==> src/design/bu_pkg.sv <==
package bu_pkg;

  // Data and PC width
  localparam int unsigned BU_XLEN = 32;

  // Operand buffer entries, also the credits the sender holds after reset
  localparam int unsigned BU_DEPTH = 2;

  // Major opcodes handled by the unit
  localparam logic [6:0] BU_OPC_BRANCH = 7'b1100011;
  localparam logic [6:0] BU_OPC_JALR   = 7'b1100111;

  // Branch kind, encoded as funct3 of the B-type format
  // Codes 3'b010 and 3'b011 are reserved
  typedef enum logic [2:0] {
    BU_EQ  = 3'b000,
    BU_NE  = 3'b001,
    BU_LT  = 3'b100,
    BU_GE  = 3'b101,
    BU_LTU = 3'b110,
    BU_GEU = 3'b111
  } bu_cond_e;

  // B-type view of the instruction word
  // Immediate is scattered, bit 0 implied zero
  typedef struct packed {
    logic           imm12;
    logic [5:0]     imm10_5;
    logic [4:0]     rs2;
    logic [4:0]     rs1;
    bu_cond_e       funct3;
    logic [3:0]     imm4_1;
    logic           imm11;
    logic [6:0]     opcode;
  } bu_btype_t;

  // I-type view, used for JALR
  typedef struct packed {
    logic [11:0]    imm11_0;
    logic [4:0]     rs1;
    logic [2:0]     funct3;
    logic [4:0]     rd;
    logic [6:0]     opcode;
  } bu_itype_t;

  // One instruction word, decoded as B-type or I-type
  // Opcode sits in the same bits in both views
  typedef union packed {
    logic [31:0]    raw;
    bu_btype_t      b;
    bu_itype_t      i;
  } bu_instr_u;

  // Operation sent by the issue stage
  typedef struct packed {
    bu_instr_u            instr;
    // Address of the branch itself
    logic [BU_XLEN-1:0]   pc;
    logic [BU_XLEN-1:0]   rs1_value;
    logic [BU_XLEN-1:0]   rs2_value;
    // Front end prediction
    logic                 pred_taken;
    logic [BU_XLEN-1:0]   pred_target;
  } bu_op_t;

  // Resolved branch reported to commit
  typedef struct packed {
    logic                 valid;
    logic                 taken;
    logic                 mispredict;
    // Where fetch should have gone after this branch
    logic [BU_XLEN-1:0]   next_pc;
    // Return address, pc + 4
    logic [BU_XLEN-1:0]   link;
  } bu_res_t;

endpackage

==> src/design/branch_op_buffer.sv <==
`timescale 1ns/1ps

module branch_op_buffer (
  input  logic            clk_i,
  input  logic            rst_n_i,

  // Write side from issue
  input  logic            push_i,
  input  bu_pkg::bu_op_t  push_op_i,

  // Read side toward evaluator and CU
  input  logic            pop_i,
  output logic            head_valid_o,
  output bu_pkg::bu_op_t  head_op_o,

  // One pulse per freed entry
  output logic            credit_o
);

  // Pointer and occupancy types sized from the depth
  typedef logic [$clog2(bu_pkg::BU_DEPTH)-1:0]   ptr_t;
  typedef logic [$clog2(bu_pkg::BU_DEPTH+1)-1:0] cnt_t;

  // Entry storage
  bu_pkg::bu_op_t mem_q [bu_pkg::BU_DEPTH];

  ptr_t wr_ptr_q;
  ptr_t rd_ptr_q;
  cnt_t count_q;
  logic credit_q;

  logic full;
  logic empty;

  assign full  = (count_q == cnt_t'(bu_pkg::BU_DEPTH));
  assign empty = (count_q == '0);

  // Write data into the slot under the write pointer
  always_ff @(posedge clk_i) begin
    if (push_i) begin
      mem_q[wr_ptr_q] <= push_op_i;
    end
  end

  // Pointers and occupancy
  always_ff @(posedge clk_i or negedge rst_n_i) begin
    if (!rst_n_i) begin
      wr_ptr_q <= '0;
      rd_ptr_q <= '0;
      count_q  <= '0;
    end else begin
      if (push_i) begin
        // Wrap at the last entry
        wr_ptr_q <= (wr_ptr_q == ptr_t'(bu_pkg::BU_DEPTH - 1)) ? '0 : wr_ptr_q + 1'b1;
      end
      if (pop_i) begin
        rd_ptr_q <= (rd_ptr_q == ptr_t'(bu_pkg::BU_DEPTH - 1)) ? '0 : rd_ptr_q + 1'b1;
      end
      // Simultaneous push and pop leaves the count unchanged
      case ({push_i, pop_i})
        2'b10:   count_q <= count_q + 1'b1;
        2'b01:   count_q <= count_q - 1'b1;
        default: count_q <= count_q;
      endcase
    end
  end

  // Credit goes back the cycle after the entry leaves
  always_ff @(posedge clk_i or negedge rst_n_i) begin
    if (!rst_n_i) begin
      credit_q <= 1'b0;
    end else begin
      credit_q <= pop_i;
    end
  end

  assign head_valid_o = !empty;
  assign head_op_o    = mem_q[rd_ptr_q];
  assign credit_o     = credit_q;

  // Sender must never push without a credit
  a_no_push_full: assert property (
    @(posedge clk_i) disable iff (!rst_n_i)
    push_i |-> !full
  );

  // Pop only when something is stored
  a_no_pop_empty: assert property (
    @(posedge clk_i) disable iff (!rst_n_i)
    pop_i |-> !empty
  );

endmodule

==> src/design/branch_eval.sv <==
`timescale 1ns/1ps

module branch_eval (
  input  logic                        clk_i,
  input  logic                        rst_n_i,

  // Operation at the head of the buffer
  input  bu_pkg::bu_op_t              op_i,
  // Pop strobe, latches the payload
  input  logic                        capture_i,

  // Classification flags for the CU, same cycle as the head
  output logic                        taken_o,
  output logic                        wrong_taken_o,
  output logic                        wrong_target_o,

  // Registered payload, held until the next capture
  output logic [bu_pkg::BU_XLEN-1:0]  next_pc_o,
  output logic [bu_pkg::BU_XLEN-1:0]  link_o
);

  bu_pkg::bu_instr_u          instr;

  logic                       is_jalr;
  logic [bu_pkg::BU_XLEN-1:0] imm_b;
  logic [bu_pkg::BU_XLEN-1:0] imm_i;
  logic [bu_pkg::BU_XLEN-1:0] jalr_sum;
  logic [bu_pkg::BU_XLEN-1:0] target;
  logic [bu_pkg::BU_XLEN-1:0] seq_pc;
  logic [bu_pkg::BU_XLEN-1:0] next_pc_d;
  logic                       cond_true;
  logic                       taken;

  logic [bu_pkg::BU_XLEN-1:0] next_pc_q;
  logic [bu_pkg::BU_XLEN-1:0] link_q;

  assign instr   = op_i.instr;
  assign is_jalr = (instr.i.opcode == bu_pkg::BU_OPC_JALR);

  // B-type offset, sign from imm12, bit 0 always zero
  assign imm_b = {{(bu_pkg::BU_XLEN-13){instr.b.imm12}}, instr.b.imm12, instr.b.imm11,
                  instr.b.imm10_5, instr.b.imm4_1, 1'b0};

  // I-type offset, plain sign extension
  assign imm_i = {{(bu_pkg::BU_XLEN-12){instr.i.imm11_0[11]}}, instr.i.imm11_0};

  // Condition on the two register values
  always_comb begin
    cond_true = 1'b0;
    case (instr.b.funct3)
      bu_pkg::BU_EQ:  cond_true = (op_i.rs1_value == op_i.rs2_value);
      bu_pkg::BU_NE:  cond_true = (op_i.rs1_value != op_i.rs2_value);
      // Signed compares
      bu_pkg::BU_LT:  cond_true = ($signed(op_i.rs1_value) <  $signed(op_i.rs2_value));
      bu_pkg::BU_GE:  cond_true = ($signed(op_i.rs1_value) >= $signed(op_i.rs2_value));
      // Unsigned compares
      bu_pkg::BU_LTU: cond_true = (op_i.rs1_value <  op_i.rs2_value);
      bu_pkg::BU_GEU: cond_true = (op_i.rs1_value >= op_i.rs2_value);
      default:        cond_true = 1'b0;
    endcase
  end

  // JALR jumps unconditionally
  assign taken = is_jalr || cond_true;

  // JALR target drops the lowest bit
  assign jalr_sum = op_i.rs1_value + imm_i;
  assign target   = is_jalr ? {jalr_sum[bu_pkg::BU_XLEN-1:1], 1'b0} : op_i.pc + imm_b;

  assign seq_pc    = op_i.pc + bu_pkg::BU_XLEN'(4);
  assign next_pc_d = taken ? target : seq_pc;

  // Compare against the front end guess
  assign taken_o        = taken;
  assign wrong_taken_o  = (taken != op_i.pred_taken);
  assign wrong_target_o = (target != op_i.pred_target);

  // Payload latched on acceptance
  always_ff @(posedge clk_i) begin
    if (capture_i) begin
      next_pc_q <= next_pc_d;
      link_q    <= seq_pc;
    end
  end

  assign next_pc_o = next_pc_q;
  assign link_o    = link_q;

  // Only branches and JALR reach this unit
  a_known_opcode: assert property (
    @(posedge clk_i) disable iff (!rst_n_i)
    capture_i |-> (instr.i.opcode == bu_pkg::BU_OPC_BRANCH ||
                   instr.i.opcode == bu_pkg::BU_OPC_JALR)
  );

endmodule

==> src/design/branch_unit_cu.sv <==
`timescale 1ns/1ps

module branch_unit_cu (
  input  logic clk_i,
  input  logic rst_n_i,

  // Head of the operand buffer and its classification
  input  logic ops_valid_i,
  input  logic taken_i,
  input  logic wrong_taken_i,
  input  logic wrong_target_i,

  // Acceptance and one-cycle result
  output logic ops_ready_o,
  output logic res_valid_o,
  output logic res_taken_o,
  output logic res_mispredict_o
);

  typedef enum logic [2:0] {
    RESET,
    WAIT_OPS,
    GOOD_T,
    GOOD_NT,
    BAD_T,
    BAD_NT
  } state_e;

  state_e state_q;
  state_e state_d;

  // State register
  always_ff @(posedge clk_i or negedge rst_n_i) begin
    if (!rst_n_i) begin
      state_q <= RESET;
    end else begin
      state_q <= state_d;
    end
  end

  // Next state
  always_comb begin
    state_d = state_q;
    case (state_q)
      // Leave reset after one cycle
      RESET: state_d = WAIT_OPS;

      WAIT_OPS: begin
        if (ops_valid_i) begin
          if (taken_i) begin
            // Taken branch is bad on a wrong direction or a wrong target
            state_d = (wrong_taken_i || wrong_target_i) ? BAD_T : GOOD_T;
          end else begin
            // Target is irrelevant when not taken
            state_d = wrong_taken_i ? BAD_NT : GOOD_NT;
          end
        end
      end

      // All result states last one cycle
      GOOD_T, GOOD_NT, BAD_T, BAD_NT: state_d = WAIT_OPS;

      default: state_d = RESET;
    endcase
  end

  // Moore outputs
  always_comb begin
    ops_ready_o      = 1'b0;
    res_valid_o      = 1'b0;
    res_taken_o      = 1'b0;
    res_mispredict_o = 1'b0;
    case (state_q)
      WAIT_OPS: ops_ready_o = 1'b1;
      GOOD_T: begin
        res_valid_o = 1'b1;
        res_taken_o = 1'b1;
      end
      GOOD_NT: res_valid_o = 1'b1;
      BAD_T: begin
        res_valid_o      = 1'b1;
        res_taken_o      = 1'b1;
        res_mispredict_o = 1'b1;
      end
      BAD_NT: begin
        res_valid_o      = 1'b1;
        res_mispredict_o = 1'b1;
      end
      default: ops_ready_o = 1'b0;
    endcase
  end

  // A result is a single pulse
  a_res_one_cycle: assert property (
    @(posedge clk_i) disable iff (!rst_n_i)
    res_valid_o |=> !res_valid_o
  );

  // No acceptance while a result is out
  a_ready_vs_res: assert property (
    @(posedge clk_i) disable iff (!rst_n_i)
    !(ops_ready_o && res_valid_o)
  );

endmodule

==> src/design/branch_unit.sv <==
`timescale 1ns/1ps

module branch_unit (
  input  logic             clk_i,
  input  logic             rst_n_i,

  // Issue side, credit flow control
  input  logic             issue_valid_i,
  input  bu_pkg::bu_op_t   issue_op_i,
  output logic             credit_o,

  // Resolved branch toward commit
  output bu_pkg::bu_res_t  res_o
);

  logic                       head_valid;
  bu_pkg::bu_op_t             head_op;
  logic                       pop;

  logic                       taken;
  logic                       wrong_taken;
  logic                       wrong_target;
  logic [bu_pkg::BU_XLEN-1:0] next_pc;
  logic [bu_pkg::BU_XLEN-1:0] link;

  logic                       ops_ready;
  logic                       res_valid;
  logic                       res_taken;
  logic                       res_mispredict;

  // Head leaves the buffer when the CU takes it
  assign pop = ops_ready & head_valid;

  branch_op_buffer buffer_i (
    .clk_i        (clk_i),
    .rst_n_i      (rst_n_i),
    .push_i       (issue_valid_i),
    .push_op_i    (issue_op_i),
    .pop_i        (pop),
    .head_valid_o (head_valid),
    .head_op_o    (head_op),
    .credit_o     (credit_o)
  );

  // Evaluator latches its payload on the same pop edge
  branch_eval eval_i (
    .clk_i          (clk_i),
    .rst_n_i        (rst_n_i),
    .op_i           (head_op),
    .capture_i      (pop),
    .taken_o        (taken),
    .wrong_taken_o  (wrong_taken),
    .wrong_target_o (wrong_target),
    .next_pc_o      (next_pc),
    .link_o         (link)
  );

  branch_unit_cu cu_i (
    .clk_i            (clk_i),
    .rst_n_i          (rst_n_i),
    .ops_valid_i      (head_valid),
    .taken_i          (taken),
    .wrong_taken_i    (wrong_taken),
    .wrong_target_i   (wrong_target),
    .ops_ready_o      (ops_ready),
    .res_valid_o      (res_valid),
    .res_taken_o      (res_taken),
    .res_mispredict_o (res_mispredict)
  );

  // Flags from the CU, addresses from the evaluator
  assign res_o = '{
    valid:      res_valid,
    taken:      res_taken,
    mispredict: res_mispredict,
    next_pc:    next_pc,
    link:       link
  };

endmodule

==> config.mk <==
export PLATFORM = sky130hd
export DESIGN_NAME = branch_unit
export DESIGN_NICKNAME = d
export VERILOG_FILES = /design/src/design/bu_pkg.sv /design/src/design/branch_op_buffer.sv /design/src/design/branch_eval.sv /design/src/design/branch_unit_cu.sv /design/src/design/branch_unit.sv
export SDC_FILE = /design/constraint.sdc
export NUM_CORES = 1
export LEC_CHECK = 0
export BUFFER_PORTS_ARGS = -buffer_cell sky130_fd_sc_hd__clkbuf_2
export CORE_MARGIN = 1.5
export CORE_UTILIZATION = 30
export DETAILED_ROUTE_END_ITERATION = 10
export PLACE_DENSITY_LB_ADDON = 0.1
export SYNTH_ARGS = -nofsm -noshare
export SYNTH_HDL_FRONTEND = slang
export SYNTH_SLANG_ARGS = --single-unit
export TNS_END_PERCENT = 10
==> constraint.sdc <==
create_clock -name clk_i -period 19.84 [get_ports clk_i]
set_clock_uncertainty 0.05 [all_clocks]
set_input_delay 0.992 -clock clk_i [delete_from_list [all_inputs] [get_ports clk_i]]
set_output_delay 0.992 -clock clk_i [all_outputs]
set_load 0.03 [all_outputs]
==> flow_results.org, run 1 <==
** Yosys
- Top cell type's share of synthesized area :: 0.5593
- Post-synthesis sequential area ratio :: 0.5692
- Synth cell count leaders :: 376 x edfxtp_1, 107 x nor2_1, 105 x a21oi_1, 102 x mux2i_1, 98 x nand2_1
- Mean cell area of the mapped netlist :: 12.70 sq um
- In the post-synthesis netlist, the biggest area contributors are edfxtp_1 56%, ha_1 6.0%, mux2i_1 5.1%.
- Total number of yosys warnings :: 0
- Number of synthesized flops with an enable pin :: 376
- Commonest register cell after synthesis :: edfxtp_1
- Synthesis produced 1589 cells.
- Post-synthesis async set-or-reset flop share :: 0.02083
- Biggest area consumer among synthesized cells :: edfxtp_1
- Post-synthesis sequential element count :: 384
- Syn Std Cell Area :: 20190 sq um
- Synth unique cells :: 88
- Library cell with the highest instance count after synthesis :: edfxtp_1
- Post-Syn Nets :: 1851

** Worst setup path
- The worst setup path is of the flip-flop to flip-flop kind.
- Worst EP arrival :: 7.34 ns
- Of all nets on the critical path, the largest fanout is 57.
- In this design, the critical path's most frequently occurring cell is buf_4.
- Ordered list of cells on the worst path :: buf_4, buf_4, mux2_2, ha_1, nand4_1, nor3_1, a221oi_1, o211ai_1, or3b_2, a21o_1, o211ai_1, buf_4, o2111ai_1, a2111oi_0, and4b_1, nor4b_1
- Top delay family on crit path :: buffers and inverters
- The worst setup path is launched from a flip-flop.
- For the worst setup path, the data required time is 20.24 ns.
- STA classifies the critical path endpoint as a flip-flop.
- For flop-to-flop paths, the worst setup slack is 12.90 ns.
- Cell with the largest stage delay on the worst path :: dfrtp_4
- In this design, the stage delay of the slowest critical-path cell is 0.99 ns.
- The number of buffers and inverters on the critical path is 3.

** Global route
- The first global-routing pass estimated 84730 microns of wire.
- Number of antenna violations at the first check in global routing :: 10
- Entering global routing, the biggest net connects 69 pins.
- Number of global-route vias before repair :: 13710
- For this run, the total global-route usage over all layers was measured as 0.1616.
- Summed over all layers, the global routing overflow is 0.

** Die
- Std-Cell Rows :: 94
- The die covers 68850 sq um.
- Die X :: 262.4 microns
- Overall die height :: 262.4 microns
- Effective utilization at floorplan :: 0.3049
- I/O pins :: 232
- The core region is 66220 sq um.

** Route
- Residual DRC count :: 0
- The detail route stage leaves a number of antenna-violating nets equal to 0.
- In the routed layout, each cell is associated on average with a via count of 4.929.
- For this block, the routed nets add up to 56270 microns of wire.
- Via count :: 13380
- After the first detailed-routing iteration, the DRC count stood at 751.
- The pre-antenna-repair detailed-routing pass consisted of 7 iterations.
- Routed len/inst :: 20.72 microns

** Placed design
- In this run the cell area measured after placement is 22240 sq um.
- Detailed placement ended at an HPWL of 41430 microns.
- Final GP Congestion :: 0.8477
- Port buffering added 226 buffers.

** STA
- In the finished design, the share of the clock period the worst path needs comes to 0.3498.
- Hold timing on the final database bottoms out at a slack of 0.1994 ns.
- The number of max-slew violations in the final report is 0.
- Highest Clock Rate :: 0.1441 GHz
- Final Hold Violating Endpoints :: 0
- Unrepaired setup endpoints after global routing :: no
- Slew margin rel. :: 0.3629
- Setup total negative slack on the finished layout was measured at 0 ns.
- Transition at the pin with the smallest max-transition slack :: 0.9556 ns
- Tmin final :: 6.940 ns
- Number of endpoints failing setup at the final stage :: 0

** Cells and area
- The finished cells cover 23720 sq um.
- Count of filler cells inserted in the layout :: 6531
- Sequential cell area :: 11490 sq um
- The final layout contains 2078 nets.
- Area of the multi-input gates :: 8247 sq um
- Relative to the synthesized area, the layout overhead comes to 17.52%.
- Of the cells placed in the final design, the portion with a size suffix greater than 1 is 0.2180.

** Clock tree
- In this run, post-CTS hold repair placed 0 buffers.
- H-tree lvl count :: 2
- In this run, CTS created clock tree buffers numbering 46.
- TritonCTS built the clock tree.
- Clock Path Buffers :: 3
- Number of cells upsized or downsized after cts :: 0
- Total clock sinks :: 384
- Worst-path clk slew :: 0.06 ns
- Setup Fix Bufs, Post-CTS :: 0
- For the worst-skew pair, the clock arrives at the later sink with an insertion delay of 0.58 ns.
- CTS placed an instance of clkbuf_16 at the clock tree root.

** Job
- The tool flagged a number of max-cap violations equal to 0.

** Min path
- The min-delay analysis places its worst path in the category input port to asynchronous set/reset pin.

** Run status
- Result of the run :: complete, no violations
[metrics by stage]
| stage | cells | setup WS, ns | utilization |
|---|---|---|---|
| after floorplan | 1589 | 11.64 | - |
| after global placement | 2632 | 12.87 | 0.3359 |
| after detailed placement | 2632 | 12.79 | 0.3359 |
| after CTS | 2713 | 12.75 | 0.3582 |
| after global routing | 2715 | 12.36 | 0.3583 |
| final | 2715 | 12.90 | 0.3583 |
[layer usage]
metal / part of all wire / global-route usage / wire (microns)
met2: 0.46 / 0.2627 / 26030
met3: 0.045 / 0.03036 / 2529
met5: 0.0014 / 0 / 77
met4: 0.026 / 0.05044 / 1461
met1: 0.47 / 0.2176 / 26170
[path summary, 6_finish.rpt]
| check | start | end | cells past startpoint |
|---|---|---|---|
| hold / removal | rst_n_i | buffer_i.wr_ptr_q | 1 |
| setup / recovery | buffer_i.rd_ptr_q | cu_i.state_q[2] | 16 |
| hold reg to reg | buffer_i.count_q[1] | buffer_i.count_q[1] | 1 |
| min in group clk_i | buffer_i.count_q[1] | buffer_i.count_q[1] | 1 |
| max in group asynchronous | rst_n_i | buffer_i.rd_ptr_q | 1 |
| setup reg to reg | buffer_i.rd_ptr_q | cu_i.state_q[2] | 16 |
[state kept, by name, summed over array words and instances (netlist names)]
signal	count
buffer_i.mem_q	312
buffer_i.rd_ptr_q	1
eval_i.next_pc_o	32
buffer_i.wr_ptr_q	1
cu_i.state_q	3
eval_i.link_o	32
buffer_i.credit_o	1
buffer_i.count_q	2
[placed cells by master, fill, tap and decap left out, types with 18 or more instances in the layout]
cell type / n
inv_1: 47
nor3_1: 26
mux2i_1: 102
a21oi_1: 105
nand4_1: 32
ha_1: 96
nand3_1: 28
nand2_1: 98
a21o_1: 21
clkbuf_2: 226
o211ai_1: 29
clkbuf_16: 46
o21ai_0: 55
mux2_2: 70
xnor2_1: 75
xor2_1: 37
nor2_1: 104
edfxtp_1: 376
o21a_1: 18
[layout make-up]
type                       count  area share
clock buffer                  56     0.05010
sequential                   384      0.4845
tap                          864     0.04557
inverter                      47    0.007436
timing repair buffer         241     0.05242
multi-input combinational   1096      0.3476
antenna                        2   0.0002110
clock inverter                25     0.01213
[cells by family after synthesis]
group,after synthesis,synth area share
compound gates,336,0.1132
mux,173,0.09074
flops,384,0.5692
fa+ha+maj,98,0.06149
xor+xnor,116,0.05312
simple gates,373,0.08900
buf+inv,109,0.02324
Power of run 1 is not shown: default switching activity piles up to over one toggle a cycle in this logic, so the estimate is an artifact.
==> run 2: changes to the inputs <==
==> constraint.sdc (replaced) <==
create_clock -name clk_i -period 6.84 [get_ports clk_i]
set_clock_uncertainty 0.05 [all_clocks]
set_input_delay 0.342 -clock clk_i [delete_from_list [all_inputs] [get_ports clk_i]]
set_output_delay 0.342 -clock clk_i [all_outputs]
set_load 0.03 [all_outputs]
==> run 2 against run 1 <==
  * Sequential cell count did not move
  * Core utilization rose by 2.5 points
  * Via count rose by 4.1%
  * First-iteration DRC count fell by 16%
  * Setup slack got worse by 12 ns
  * Hold slack got worse by 0.090 ns
  * Fmax rose by 19%
  * Non-clock buffer count rose by 161
  * Global-route usage barely moved
  * Clock-buffer cell count fell by 4
  * Wire length fell by 0.15%
==> flow_results.org, run 2 (synthesis gave the netlist of run 1 again) <==
** Cells and area
- Register with the highest flop count :: buffer_i.mem_q
- In the layout the commonest cells are 376 x edfxtp_1, 226 x clkbuf_2, 158 x dlygate4sd3_1.
- The register with the most flip-flops in the layout has 312 of them.
- Area delta synth->final :: 25.56%
- In the final layout, the share of cells above drive strength 1 is 0.2043.
- Most common cell after layout, fill and taps aside :: edfxtp_1
- In the final design database the tool counted 2238 nets.

** Route
- The pre-antenna-repair detailed-routing pass consisted of 4 iterations.
- Final Routed Wirelength :: 56180 microns
- In the routed layout, each cell is associated on average with a via count of 4.844.
- Via count :: 13940
- Residual DRC count :: 0
- In the final routed layout, each cell accounts on average for 19.53 microns.
- Post-detailed-route count of antenna-violating nets :: 0
- For this block, the initial DRC count from the detailed router was 628.

** Die
- Core Region :: 66220 sq um
- Std-Cell Rows :: 94
- Overall die height :: 262.4 microns
- I/O pins :: 232
- The floorplan step defined a die boundary enclosing 68850 sq um.
- Die X :: 262.4 microns
- Effective utilization at floorplan :: 0.3049

** Clock tree
- Worst-path clk slew :: 0.06 ns
- TritonCTS built the clock tree.
- In this run the clock root is driven by a clkbuf_16.
- No sink is reached through more buffers than the 3 on the longest clock path.
- Number of buffers added by the clock tree synthesis step :: 45
- The clock net in this run drives a total of 384 sinks.
- In this run the number of H-tree levels came out at 2.
- The later pin in the worst-skew pair is clocked with a latency of 0.58 ns.

** Job
- Max-cap violations in this run came to 0.

** Worst setup path
- Internal reg-to-reg setup slack :: 1.01 ns
- Worst EP arrival :: 6.23 ns
- Highest net fanout along the worst path :: 35
- Worst Path Required :: 7.24 ns
- STA classifies the critical path startpoint as a flip-flop.
- The worst setup path is captured at a flip-flop.
- The worst setup path is of the flip-flop to flip-flop kind.

** STA
- Unrepaired setup endpoints after global routing :: no
- Setup violations remaining at the end of the flow were counted as 0.
- Final TNS setup :: 0 ns
- Hold Slack :: 0.1095 ns
- Final critical-path setup slack :: 1.011 ns
- At the pin with the least slew margin, the transition time is 0.9394 ns.
- For this run, the top clock speed supported by timing is 0.1716 GHz.
- Tmin final :: 5.829 ns
- The number of max-slew violations in the final report came to 0.
- Slew margin rel. :: 0.3737
- Period utilization :: 0.8522
- The number of hold violations in the final report came to 0.

** Placed design
- During placement, the flow inserted port buffers numbering 226.
- Minimum setup slack after placement :: 0.9576 ns
- Final GP Congestion :: 0.8664
- Post-detail-place hpwl :: 41730 microns

** Power
- The analysis attributes to cell leakage a power of 9.658 nW.
- For this design the ratio of total power to cell area is 552.7 nW/um^2.
- Across the VDD grid, the largest voltage drop is 266.0 uV.

** Global route
- Number of global-route vias before repair :: 14290
- The first global-routing pass estimated 85350 microns of wire.
- After global routing the overflow that remains totals 0.
- Entering global routing, the biggest net connects 62 pins.
- The initial antenna violation count is 4.
- Total Routing Usage GR :: 0.1614

** Run status
- Result of the run :: complete, no violations

** Min path
- In this run the worst hold path is classified as input port to asynchronous set/reset pin.
run 2: cell count changes in the layout (fill, tap and decap cells not counted), moves of 2 or more:
cell / previous run / this run
clkinv_2: 6 / 9
buf_4: 15 / 17
inv_6: 0 / 3
dlygate4sd3_1: 0 / 158
clkbuf_1: 10 / 7
run 2: path summary, 6_finish.rpt:
path,startpoint,end,cells after the start
max in group asynchronous,rst_n_i,buffer_i.rd_ptr_q,2
setup / recovery,buffer_i.rd_ptr_q,cu_i.state_q[2],17
setup reg to reg,buffer_i.rd_ptr_q,cu_i.state_q[2],17
hold reg to reg,buffer_i.count_q[1],buffer_i.count_q[1],1
hold / removal,rst_n_i,buffer_i.wr_ptr_q,2
min in group clk_i,issue_op_i[51],buffer_i.mem_q[0][51],2
run 2: routing by layer:
| metal | track usage | up-vias | wire [microns] |
|---|---|---|---|
| met2 | 0.2713 | 247 | 26810 |
| met3 | 0.02708 | 66 | 2061 |
| met1 | 0.2161 | 6743 | 26250 |
| met5 | 0 | - | 12 |
| li1 | - | 6879 | - |
| met4 | 0.03975 | 2 | 1058 |
run 2: power breakdown:
part,switching (mW),internal [mW]
combinational,5.05,2.87
clock,0.970,1.44
sequential,0.224,3.45
run 2: per-stage QoR:
step	util	power, mW	cells	instance area, sq um
floorplan	-	9.431	1589	20190
CTS	0.3828	14.21	2876	25340
detailed placement	0.3364	11.63	2635	22280
finish	0.3828	14.01	2877	25350
global placement	0.3364	11.58	2635	22280
global route	0.3828	15.08	2877	25350
run 2: area by class of cell:
type	count	area [sq um]
Antenna cell	1	2.502
Multi-Input combinational cell	1096	8247
Tap cell	864	1081
Inverter	47	176.4
Sequential cell	384	11490
Clock inverter	31	332.8
Timing Repair Buffer	402	2860
Fill cell	6450	40870
Clock buffer	52	1152
run 2: what timing repair did:
action	CTS	global route
hold buffers	158	0
resized for setup	0	0
buffers inserted	0	0
hold endpoints to repair	321	0
run 2: worst max-delay path: stages, from the launching register on:
cell       delay, ns
dfrtp_4         0.81
buf_4           0.43
buf_4           0.48
nor2b_1         0.13
a21oi_1         0.20
inv_1           0.12
ha_1            0.46
nand4_1         0.30
nor4_1          0.11
a221oi_1        0.40
o21ai_0         0.27
a21oi_1         0.45
xnor2_1         0.15
o41ai_1         0.28
o2111ai_1       0.16
a2111oi_0       0.32
and4b_1         0.48
nor4b_1         0.09
(Power assumes the default switching activity.)
